File: src/ecc_pkg.sv
package ecc_pkg;

    localparam int data_width   = 32;
    localparam int parity_width = 7;
    localparam int code_width   = 39;
    localparam int addr_width   = 6;
    localparam int cnt_width    = 16;

    // One stored codeword. The field view feeds storage and decode, and the
    // flat view lets a fault mask flip any bit by its position.
    typedef union packed {
        struct packed {
            logic [parity_width-1:0] parity;
            logic [data_width-1:0]   data;
        } fields;
        logic [code_width-1:0] flat;
    } ecc_codeword_u;

    // Hsiao check bits. Every data column has odd weight.
    function automatic logic [parity_width-1:0] ecc_encode(
        input logic [data_width-1:0] d
    );
        logic [parity_width-1:0] p;
        p[0] = d[0] ^ d[1] ^ d[3] ^ d[4] ^ d[6] ^ d[8] ^ d[10] ^ d[11] ^ d[13]
             ^ d[15] ^ d[17] ^ d[19] ^ d[21] ^ d[23] ^ d[25] ^ d[26] ^ d[28]
             ^ d[30];
        p[1] = d[0] ^ d[2] ^ d[3] ^ d[5] ^ d[6] ^ d[9] ^ d[10] ^ d[12] ^ d[13]
             ^ d[16] ^ d[17] ^ d[20] ^ d[21] ^ d[24] ^ d[25] ^ d[27] ^ d[28]
             ^ d[31];
        p[2] = d[1] ^ d[2] ^ d[3] ^ d[7] ^ d[8] ^ d[9] ^ d[10] ^ d[14] ^ d[15]
             ^ d[16] ^ d[17] ^ d[22] ^ d[23] ^ d[24] ^ d[25] ^ d[29] ^ d[30]
             ^ d[31];
        p[3] = d[4] ^ d[5] ^ d[6] ^ d[7] ^ d[8] ^ d[9] ^ d[10] ^ d[18] ^ d[19]
             ^ d[20] ^ d[21] ^ d[22] ^ d[23] ^ d[24] ^ d[25];
        p[4] = d[11] ^ d[12] ^ d[13] ^ d[14] ^ d[15] ^ d[16] ^ d[17] ^ d[18]
             ^ d[19] ^ d[20] ^ d[21] ^ d[22] ^ d[23] ^ d[24] ^ d[25];
        p[5] = d[26] ^ d[27] ^ d[28] ^ d[29] ^ d[30] ^ d[31];
        p[6] = d[0] ^ d[1] ^ d[2] ^ d[4] ^ d[5] ^ d[7] ^ d[10] ^ d[11] ^ d[12]
             ^ d[14] ^ d[17] ^ d[18] ^ d[21] ^ d[23] ^ d[24] ^ d[26] ^ d[27]
             ^ d[29];
        return p;
    endfunction

endpackage
File: src/ecc_mem_top.sv
`timescale 1ns/10ps

module ecc_mem_top (
    input  logic                           clk,
    input  logic                           rst_n,
    input  logic                           wr_en,
    input  logic [ecc_pkg::addr_width-1:0] wr_addr,
    input  logic [ecc_pkg::data_width-1:0] wr_data,
    input  logic [ecc_pkg::code_width-1:0] inj_mask,
    input  logic                           rd_en,
    input  logic [ecc_pkg::addr_width-1:0] rd_addr,
    input  logic                           bypass,
    output logic [ecc_pkg::data_width-1:0] rd_data,
    output logic                           rd_valid,
    output logic                           sbit_err,
    output logic                           dbit_err,
    output logic [ecc_pkg::cnt_width-1:0]  sbit_count,
    output logic [ecc_pkg::cnt_width-1:0]  dbit_count,
    output logic [ecc_pkg::addr_width-1:0] last_err_addr
);

    logic                           mem_we;
    logic [ecc_pkg::addr_width-1:0] mem_waddr;
    logic [ecc_pkg::code_width-1:0] mem_wcode;
    logic [ecc_pkg::code_width-1:0] mem_rcode;
    logic [ecc_pkg::addr_width-1:0] err_addr;

    ecc_write_port u_wr (
        .clk      (clk),
        .rst_n    (rst_n),
        .wr_en    (wr_en),
        .wr_addr  (wr_addr),
        .wr_data  (wr_data),
        .inj_mask (inj_mask),
        .mem_we   (mem_we),
        .mem_waddr(mem_waddr),
        .mem_wcode(mem_wcode)
    );

    ecc_mem_array u_mem (
        .clk      (clk),
        .mem_we   (mem_we),
        .mem_waddr(mem_waddr),
        .mem_wcode(mem_wcode),
        .rd_en    (rd_en),
        .rd_addr  (rd_addr),
        .mem_rcode(mem_rcode)
    );

    ecc_read_port u_rd (
        .clk      (clk),
        .rst_n    (rst_n),
        .rd_en    (rd_en),
        .rd_addr  (rd_addr),
        .bypass   (bypass),
        .mem_rcode(mem_rcode),
        .rd_data  (rd_data),
        .rd_valid (rd_valid),
        .sbit_err (sbit_err),
        .dbit_err (dbit_err),
        .err_addr (err_addr)
    );

    ecc_err_log u_log (
        .clk          (clk),
        .rst_n        (rst_n),
        .rd_valid     (rd_valid),
        .sbit_err     (sbit_err),
        .dbit_err     (dbit_err),
        .err_addr     (err_addr),
        .sbit_count   (sbit_count),
        .dbit_count   (dbit_count),
        .last_err_addr(last_err_addr)
    );

endmodule

File: src/ecc_err_log.sv
`timescale 1ns/10ps

module ecc_err_log (
    input  logic                           clk,
    input  logic                           rst_n,
    input  logic                           rd_valid,
    input  logic                           sbit_err,
    input  logic                           dbit_err,
    input  logic [ecc_pkg::addr_width-1:0] err_addr,
    output logic [ecc_pkg::cnt_width-1:0]  sbit_count,
    output logic [ecc_pkg::cnt_width-1:0]  dbit_count,
    output logic [ecc_pkg::addr_width-1:0] last_err_addr
);

    logic sbit_event;
    logic dbit_event;
    logic sbit_full;
    logic dbit_full;

    assign sbit_event = rd_valid && sbit_err;
    assign dbit_event = rd_valid && dbit_err;
    assign sbit_full  = &sbit_count;
    assign dbit_full  = &dbit_count;

    // Counters stick at all ones.
    always_ff @(posedge clk) begin
        if (!rst_n) begin
            sbit_count <= '0;
            dbit_count <= '0;
        end else begin
            if (sbit_event && !sbit_full) begin
                sbit_count <= sbit_count + 1'b1;
            end
            if (dbit_event && !dbit_full) begin
                dbit_count <= dbit_count + 1'b1;
            end
        end
    end

    always_ff @(posedge clk) begin
        if (!rst_n) begin
            last_err_addr <= '0;
        end else if (sbit_event || dbit_event) begin
            last_err_addr <= err_addr;
        end
    end

endmodule

File: src/ecc_read_port.sv
`timescale 1ns/10ps

module ecc_read_port (
    input  logic                           clk,
    input  logic                           rst_n,
    input  logic                           rd_en,
    input  logic [ecc_pkg::addr_width-1:0] rd_addr,
    input  logic                           bypass,
    input  logic [ecc_pkg::code_width-1:0] mem_rcode,
    output logic [ecc_pkg::data_width-1:0] rd_data,
    output logic                           rd_valid,
    output logic                           sbit_err,
    output logic                           dbit_err,
    output logic [ecc_pkg::addr_width-1:0] err_addr
);

    logic                           valid_d1;
    logic [ecc_pkg::addr_width-1:0] addr_d1;
    logic                           bypass_d1;
    ecc_pkg::ecc_codeword_u         rcode;
    logic [ecc_pkg::data_width-1:0] dec_data;
    logic                           dec_sbit;
    logic                           dec_dbit;

    assign rcode.flat = mem_rcode;

    ecc_32_top u_dec (
        .data_in   (rcode.fields.data),
        .data_out  (dec_data),
        .parity_in (rcode.fields.parity),
        .parity_out(),
        .bypass    (bypass_d1),
        .sbit_err  (dec_sbit),
        .dbit_err  (dec_dbit)
    );

    // First stage runs alongside the array read.
    always_ff @(posedge clk) begin
        if (!rst_n) begin
            valid_d1 <= 1'b0;
        end else begin
            valid_d1 <= rd_en;
        end
        addr_d1   <= rd_addr;
        bypass_d1 <= bypass;
    end

    always_ff @(posedge clk) begin
        if (!rst_n) begin
            rd_valid <= 1'b0;
            sbit_err <= 1'b0;
            dbit_err <= 1'b0;
        end else begin
            rd_valid <= valid_d1;
            sbit_err <= valid_d1 && dec_sbit;
            dbit_err <= valid_d1 && dec_dbit;
        end
        rd_data  <= dec_data;
        err_addr <= addr_d1;
    end

endmodule

File: src/ecc_32_top.sv
`timescale 1ns/10ps

module ecc_32_top (
    input  logic [32-1:0] data_in,
    output logic [32-1:0] data_out,
    input  logic [ 7-1:0] parity_in,
    output logic [ 7-1:0] parity_out,
    input  logic          bypass,
    output logic          sbit_err,
    output logic          dbit_err
);

    logic [6:0]  syndrome;
    logic [5:0]  flip;
    logic [31:0] mask;
    logic        check_hit;
    logic        single;

    assign parity_out = ecc_pkg::ecc_encode(data_in);
    assign syndrome   = parity_in ^ parity_out;

    // Map a data-bit syndrome to {hit, bit index}.
    always_comb begin
        flip = '0;
        case (syndrome)
            7'h43: flip = {1'b1, 5'd0};
            7'h45: flip = {1'b1, 5'd1};
            7'h46: flip = {1'b1, 5'd2};
            7'h07: flip = {1'b1, 5'd3};
            7'h49: flip = {1'b1, 5'd4};
            7'h4a: flip = {1'b1, 5'd5};
            7'h0b: flip = {1'b1, 5'd6};
            7'h4c: flip = {1'b1, 5'd7};
            7'h0d: flip = {1'b1, 5'd8};
            7'h0e: flip = {1'b1, 5'd9};
            7'h4f: flip = {1'b1, 5'd10};
            7'h51: flip = {1'b1, 5'd11};
            7'h52: flip = {1'b1, 5'd12};
            7'h13: flip = {1'b1, 5'd13};
            7'h54: flip = {1'b1, 5'd14};
            7'h15: flip = {1'b1, 5'd15};
            7'h16: flip = {1'b1, 5'd16};
            7'h57: flip = {1'b1, 5'd17};
            7'h58: flip = {1'b1, 5'd18};
            7'h19: flip = {1'b1, 5'd19};
            7'h1a: flip = {1'b1, 5'd20};
            7'h5b: flip = {1'b1, 5'd21};
            7'h1c: flip = {1'b1, 5'd22};
            7'h5d: flip = {1'b1, 5'd23};
            7'h5e: flip = {1'b1, 5'd24};
            7'h1f: flip = {1'b1, 5'd25};
            7'h61: flip = {1'b1, 5'd26};
            7'h62: flip = {1'b1, 5'd27};
            7'h23: flip = {1'b1, 5'd28};
            7'h64: flip = {1'b1, 5'd29};
            7'h25: flip = {1'b1, 5'd30};
            7'h26: flip = {1'b1, 5'd31};
            default: flip = '0;
        endcase
    end

    // A one-hot syndrome means a check bit flipped and the data is intact.
    assign check_hit = (syndrome != 7'd0) && ((syndrome & (syndrome - 7'd1)) == 7'd0);
    assign single    = flip[5] | check_hit;
    assign mask      = flip[5] ? (32'd1 << flip[4:0]) : 32'd0;

    assign data_out = bypass ? data_in : (data_in ^ mask);
    assign sbit_err = !bypass && single;
    // Anything nonzero that is not a known single error is uncorrectable.
    assign dbit_err = !bypass && (syndrome != 7'd0) && !single;

endmodule

File: src/ecc_mem_array.sv
`timescale 1ns/10ps

module ecc_mem_array (
    input  logic                           clk,
    input  logic                           mem_we,
    input  logic [ecc_pkg::addr_width-1:0] mem_waddr,
    input  logic [ecc_pkg::code_width-1:0] mem_wcode,
    input  logic                           rd_en,
    input  logic [ecc_pkg::addr_width-1:0] rd_addr,
    output logic [ecc_pkg::code_width-1:0] mem_rcode
);

    localparam int depth = 1 << ecc_pkg::addr_width;

    logic [ecc_pkg::code_width-1:0] mem [depth];

    always_ff @(posedge clk) begin
        if (mem_we) begin
            mem[mem_waddr] <= mem_wcode;
        end
    end

    // Nonblocking read of the old entry gives read-first behaviour when a
    // read and a write hit the same address on the same edge.
    always_ff @(posedge clk) begin
        if (rd_en) begin
            mem_rcode <= mem[rd_addr];
        end
    end

endmodule

File: src/ecc_write_port.sv
`timescale 1ns/10ps

module ecc_write_port (
    input  logic                           clk,
    input  logic                           rst_n,
    input  logic                           wr_en,
    input  logic [ecc_pkg::addr_width-1:0] wr_addr,
    input  logic [ecc_pkg::data_width-1:0] wr_data,
    input  logic [ecc_pkg::code_width-1:0] inj_mask,
    output logic                           mem_we,
    output logic [ecc_pkg::addr_width-1:0] mem_waddr,
    output logic [ecc_pkg::code_width-1:0] mem_wcode
);

    ecc_pkg::ecc_codeword_u clean_code;
    ecc_pkg::ecc_codeword_u faulty_code;

    always_comb begin
        clean_code.fields.data   = wr_data;
        clean_code.fields.parity = ecc_pkg::ecc_encode(wr_data);
    end

    // Fault injection works on raw bit positions, so it uses the flat view.
    always_comb begin
        faulty_code.flat = clean_code.flat ^ inj_mask;
    end

    always_ff @(posedge clk) begin
        if (!rst_n) begin
            mem_we <= 1'b0;
        end else begin
            mem_we <= wr_en;
        end
    end

    // Address and codeword only matter while mem_we is high.
    always_ff @(posedge clk) begin
        if (wr_en) begin
            mem_waddr <= wr_addr;
            mem_wcode <= faulty_code.flat;
        end
    end

endmodule

File: config.mk
export PLATFORM = sky130hd
export DESIGN_NAME = ecc_mem_top
export DESIGN_NICKNAME = d
export VERILOG_FILES = /design/src/ecc_pkg.sv /design/src/ecc_mem_top.sv /design/src/ecc_err_log.sv /design/src/ecc_read_port.sv /design/src/ecc_32_top.sv /design/src/ecc_mem_array.sv /design/src/ecc_write_port.sv
export SDC_FILE = /design/constraint.sdc
export NUM_CORES = 2
export LEC_CHECK = 0
export ABC_AREA = 1
export BUFFER_PORTS_ARGS = -buffer_cell sky130_fd_sc_hd__buf_4
export CAP_MARGIN = 20
export CORE_MARGIN = 1.5
export CORE_UTILIZATION = 51
export CTS_CLUSTER_DIAMETER = 60
export DETAILED_ROUTE_END_ITERATION = 6
export HOLD_SLACK_MARGIN = 0.1
export PLACE_DENSITY = 0.79
export RECOVER_POWER = 50
export SYNTH_ARGS = -nofsm -noshare
export SYNTH_HDL_FRONTEND = slang
export SYNTH_SLANG_ARGS = --single-unit
File: constraint.sdc
create_clock -name clk -period 15.9 [get_ports clk]
set_input_delay 0 -clock clk [delete_from_list [all_inputs] [get_ports clk]]
set_output_delay 0 -clock clk [all_outputs]
set_load 0.01 [all_outputs]
# After elaboration in Yosys (flattened, before gate mapping)
# Memories as Yosys holds them, arrays and structs flattened. A register that Yosys moved wholly into a read port is not among the register bits.
# Cells that the tools add are included.
# classes
bitwise	205
reduce_logical	19
mux	4
add_sub_neg	3
shifts	1
# op_table
cell	n
1-bit XOR	200
32-bit 2-to-1 mux	2
39-bit XOR	1
16-bit by 1-bit adder with 16-bit output (second input constant)	2
16-bit AND reduction	2
1-bit by 5-bit << shifter with 32-bit output (first input constant)	1
32-bit XOR	1
1-bit logical AND	10
7-bit AND	1
7-bit logical NOT	1
7-bit nonzero test	1
7-bit by 1-bit subtractor with 7-bit output (second input constant)	1
7-bit XOR	1
1-bit logical NOT	4
1-bit 2-to-1 mux	2
1-bit logical OR	1
1-bit OR	1
# totals
memories	2
output_inout_bits	73
romBits	768
elab_cells	248
inputBits	88
register_bits	133
mem_bits_rw	2496
# mem_list
name	depth	width	rd	rd_clocked_by_memory_dff	wr	line	rtl
u_mem.mem	64	39	1	1	1	ecc_mem_array.sv:15	logic [ecc_pkg::code_width-1:0] mem [depth];
(name not given)	128	6	1	0	0	ecc_32_top.sv:25	case (syndrome)

# Depth between registers and ports, before layout
# logic_depth
ltp_word	26
depth_mapped	27
depth_no_buf	26

# By module
# Synthesis repeated with hierarchy kept, for this count alone.
# hier_totals
hier_cells	9659
hier_area_um2	111072.8
# by_module_without_submodules
module	instances	cells_each	area_each_um2
ecc_mem_array	1	8234	101482.3
ecc_32_top	1	659	3345.7
ecc_write_port	1	394	3179.3
ecc_err_log	1	315	2054.5
ecc_read_port	1	57	1011.0

# Worst setup path before layout
# Ideal clock, no wire load.
# synth_path
kind	reg2reg
startpoint	register u_wr.mem_we
endpoint	memory u_mem.mem[0][0] in the netlist's numbering, enable pin
setup_slack_ps	10810
stages_incl_launch_ff	4
setup_ps	533
arrival_ps	4557
required_time_ps	15367
cell_sequence	dfxtp_1 -> clkbuf_1 -> nand3_1 -> nor4_1
# synth_between
elab_chain_len	2
# synth_lines
item	line	rtl
start, declared	ecc_write_port.sv:10	output logic mem_we,
start signal, assigned	ecc_write_port.sv:32	mem_we <= wr_en;
1-bit 2-to-1 mux	ecc_mem_array.sv:18	if (mem_we) begin
1-bit 2-to-1 mux (implied by the code)	ecc_mem_array.sv:19	mem[mem_waddr] <= mem_wcode;
end, declared	ecc_mem_array.sv:15	
# Every way passes these cells.

==> results.yml <==
synth:
  synth_most_common_cell: "edfxtp_1"
  synth_commonest_cells: "edfxtp_1 (2580), nor2_1 (1807), o21ai_0 (1615)"
  syn_area_per_cell_um2: 12.8
  synth_area_um2: 106000
  synth_nets: 8421
  yosys.area_share.adder_pct: 0.0941
  ys_ff_latch: 2668
  synth_top_cell_by_area: "edfxtp_1"
  synth.mux.area_fraction_pct: 0
  synth_top_cell_area_share_pct: 72.8
  yosys-top-cells-area: "edfxtp_1 (73%), o21ai_0 (7.6%), nor2_1 (6.4%)"
  yosysUniqueCellTypes: 47
  ys.flop_type: "edfxtp_1"
  synth_edf_count: 2580
  synth_compound_area_share_pct: 12.8
  synthSimpleGateAreaFrac_pct: 8.49
  synthCells: 8325
  synth_async_sr_flop_share_pct: 0
  yosys_warnings: 0
  synth_xor_area_share_pct: 1.60
  ys_seq_area_share_pct: 74.5
  synth_top_family_by_area: "compound AO/OA/AOI/OAI gates"
timing:
  slew_violations: 2890
  hold_viol_final: 0
  tightest_slew_ps: 4140
  rsz0062_at_grt: "no"
  period_needed_ps: 5800
  fin_ws_ps: 10100
  fmax_mhz: 172
  finalCritPeriodShare_pct: 36.5
  fin_skew_ps: 75.3
  setup_viol: 0
  setup_tns_ps: 0
  maxSlewHeadroom_pct: -176
clock_tree:
  path_clk_slew_ps: 60
  tritoncts: "built"
  clk-insertion-delay-late_ps: 930
  cts_buffers: 278
  htree_num_levels: 5
  cts.sinks: 2668
  cts-root-buf: "clkbuf_16"
  clockBufferDepth: 4
  cts-resized-gates: 0
detailed_routing:
  drt_wl_total_um: 317000
  drtPass1Iterations: 7
  drc: 1
  postRouteAntennaNets: 0
  vias: 74600
  vias_per_cell: 6.47
  first_iter_violations: 13200
  wl_per_cell_um: 27.4
place:
  gp_congestion: 0.900
  io_buffers: 160
  dp.cells: 10900
  placed_area_um2: 111000
  dp_hpwl_um: 155000
  dpl_worst_slack_ps: 11020
setup_path:
  critPathLaunchType: "input pin"
  rr_worst_depth: 19
  cp_max_fo: 106
  r2r-start: "u_mem.mem_rcode[24]"
  rr_endpoint: "u_rd.rd_data[12]"
  reg2reg_slack_ps: 11520
  cp.required_ps: 16620
  crit_path_start: "rd_addr[0]"
  cp-end-kind: "register"
  cp.arrival_ps: 6510
  worstSetupPathType: "in2reg"
global_route:
  grt_pass1_vias: 71100
  grt_max_degree: 209
  grt_pass1_wl_um: 453000
  track_usage_pct: 29.1
  grt-ovfl-total: 0
  antenna_found_initial: 14
final_layout:
  final_nets: 8644
  fin_area_um2: 121000
  drive_above_1_share_pct: 8.20
  area_growth_pct: 13.5
  fin_cells: 11500
power:
  p_leak_nw: 38.6
  power_density_nw_per_um2: 136
  ir_drop_mv: 0.0981
  totalPowerFinal_w: 0.0165
floorplan:
  die_x_um: 460
  core_area_um2: 207000
  start_util_pct: 51.3
  io-pin-count: 161
  die_area_um2: 211000
  die_h_um: 460
  num_rows: 167
hold_path:
  min_path_type: "in2reg"
  hold_path_end: "u_mem.mem_rcode[38]"
  min-delay-start: "rd_addr[2]"
  hold_depth: 5
outcome:
  status: "finished, violations left"
  violations: "design-rule violations, max-capacitance violations, max-slew violations"
flow_run:
  drv_cap: 47
-- sequential cells by signal, indices dropped and copies added (netlist names), 6 cells and up --
register	flops
u_log.last_err_addr	6
u_rd.err_addr	6
u_rd.addr_d1	6
u_wr.mem_wcode	39
u_log.sbit_count	16
u_mem.mem	2496
u_log.dbit_count	16
u_rd.rd_data	32
u_wr.mem_waddr	6
u_mem.mem_rcode	39
-- per-layer routing --
| metal | global-route usage, % | share of wire [%] |
|---|---|---|
| met3 | 8.58 | 16 |
| met1 | 37.3 | 33 |
| met2 | 44.0 | 44 |
| met4 | 17.1 | 6.6 |
| met5 | 0 | 0.0060 |
-- final cells by class --
type	count	area, um2
Fill cell	15300	86600
Sequential cell	2668	79200
Multi-Input combinational cell	4962	24900
Clock buffer	351	7500
Timing Repair Buffer	507	4000
Tap cell	2788	3490
Clock inverter	120	993
Inverter	131	518
Antenna cell	14	35.0
-- worst max-delay path, stage by stage --
cell	delay (ps)
dlygate4sd3_1	590
buf_8	500
clkbuf_1	2530
buf_4	1020
o21ai_0	200
o22ai_1	210
nor2_1	60
o32ai_1	640
o21ai_0	360
o22ai_1	300
-- stage by stage --
| stage | hold WS, ps | util (%) |
|---|---|---|
| after floorplan | 27.7 | - |
| after global placement | 111 | 53.4 |
| after detailed placement | 113 | 53.4 |
| after CTS | 111 | 58.4 |
| after global routing | 152 | 58.2 |
| final | 185 | 58.2 |
-- worst max path at each step --
stage | endpoint
after floorplan | u_mem.mem[0][0]
after global placement | u_mem.mem_rcode[26]
after detailed placement | u_mem.mem_rcode[10]
after CTS | u_mem.mem_rcode[10]
after global routing | u_mem.mem_rcode[14]
final | u_mem.mem_rcode[14]
-- what timing repair did --
action                                  CTS  global route
hold buffers                            180             0
endpoints found under the setup margin    0             0
setup buffers                             0             0
hold endpoints to repair                205             0
-- power by group --
group | leakage (nW) | switching (W) | internal, W
Clock | 4.14 | 0.00260 | 0.00358
Sequential | 24.0 | 0.0000604 | 0.00811
Combinational | 10.5 | 0.00157 | 0.000534
Total | 38.6 | 0.00422 | 0.0122
-- cell usage in the layout, fill, tap and decap left out, drive strengths merged --
master and instances:
edfxtp 2580, nor2 1821, o21ai 1624, o22ai 767
clkbuf 502, nand2 290, dlygate4sd3 179, buf 177
inv 138, nand3 107, xnor2 98, xor2 92
clkinv 91, dfxtp 88, o32ai 48, a21oi 35
nand4 23, nor3 17, bufinv 16, diode 14
nor4 11, ha 8, clkinvlp 6, nand3b 4
o21a 4, o31ai 3, nor3b 3, o221ai 2
or2 2, a21o 1, a31oi 1, o211a 1
-- logic make-up after synthesis --
kind of cell               Yosys count
AOI/OAI and AO/OA                 2486
xor gates and xnor gates           190
adders and majority gates            8
buffers and inverters              695
DFF                               2668
and+or+nand+nor                   2278
Note: power is estimated with default switching activity, not from simulation.
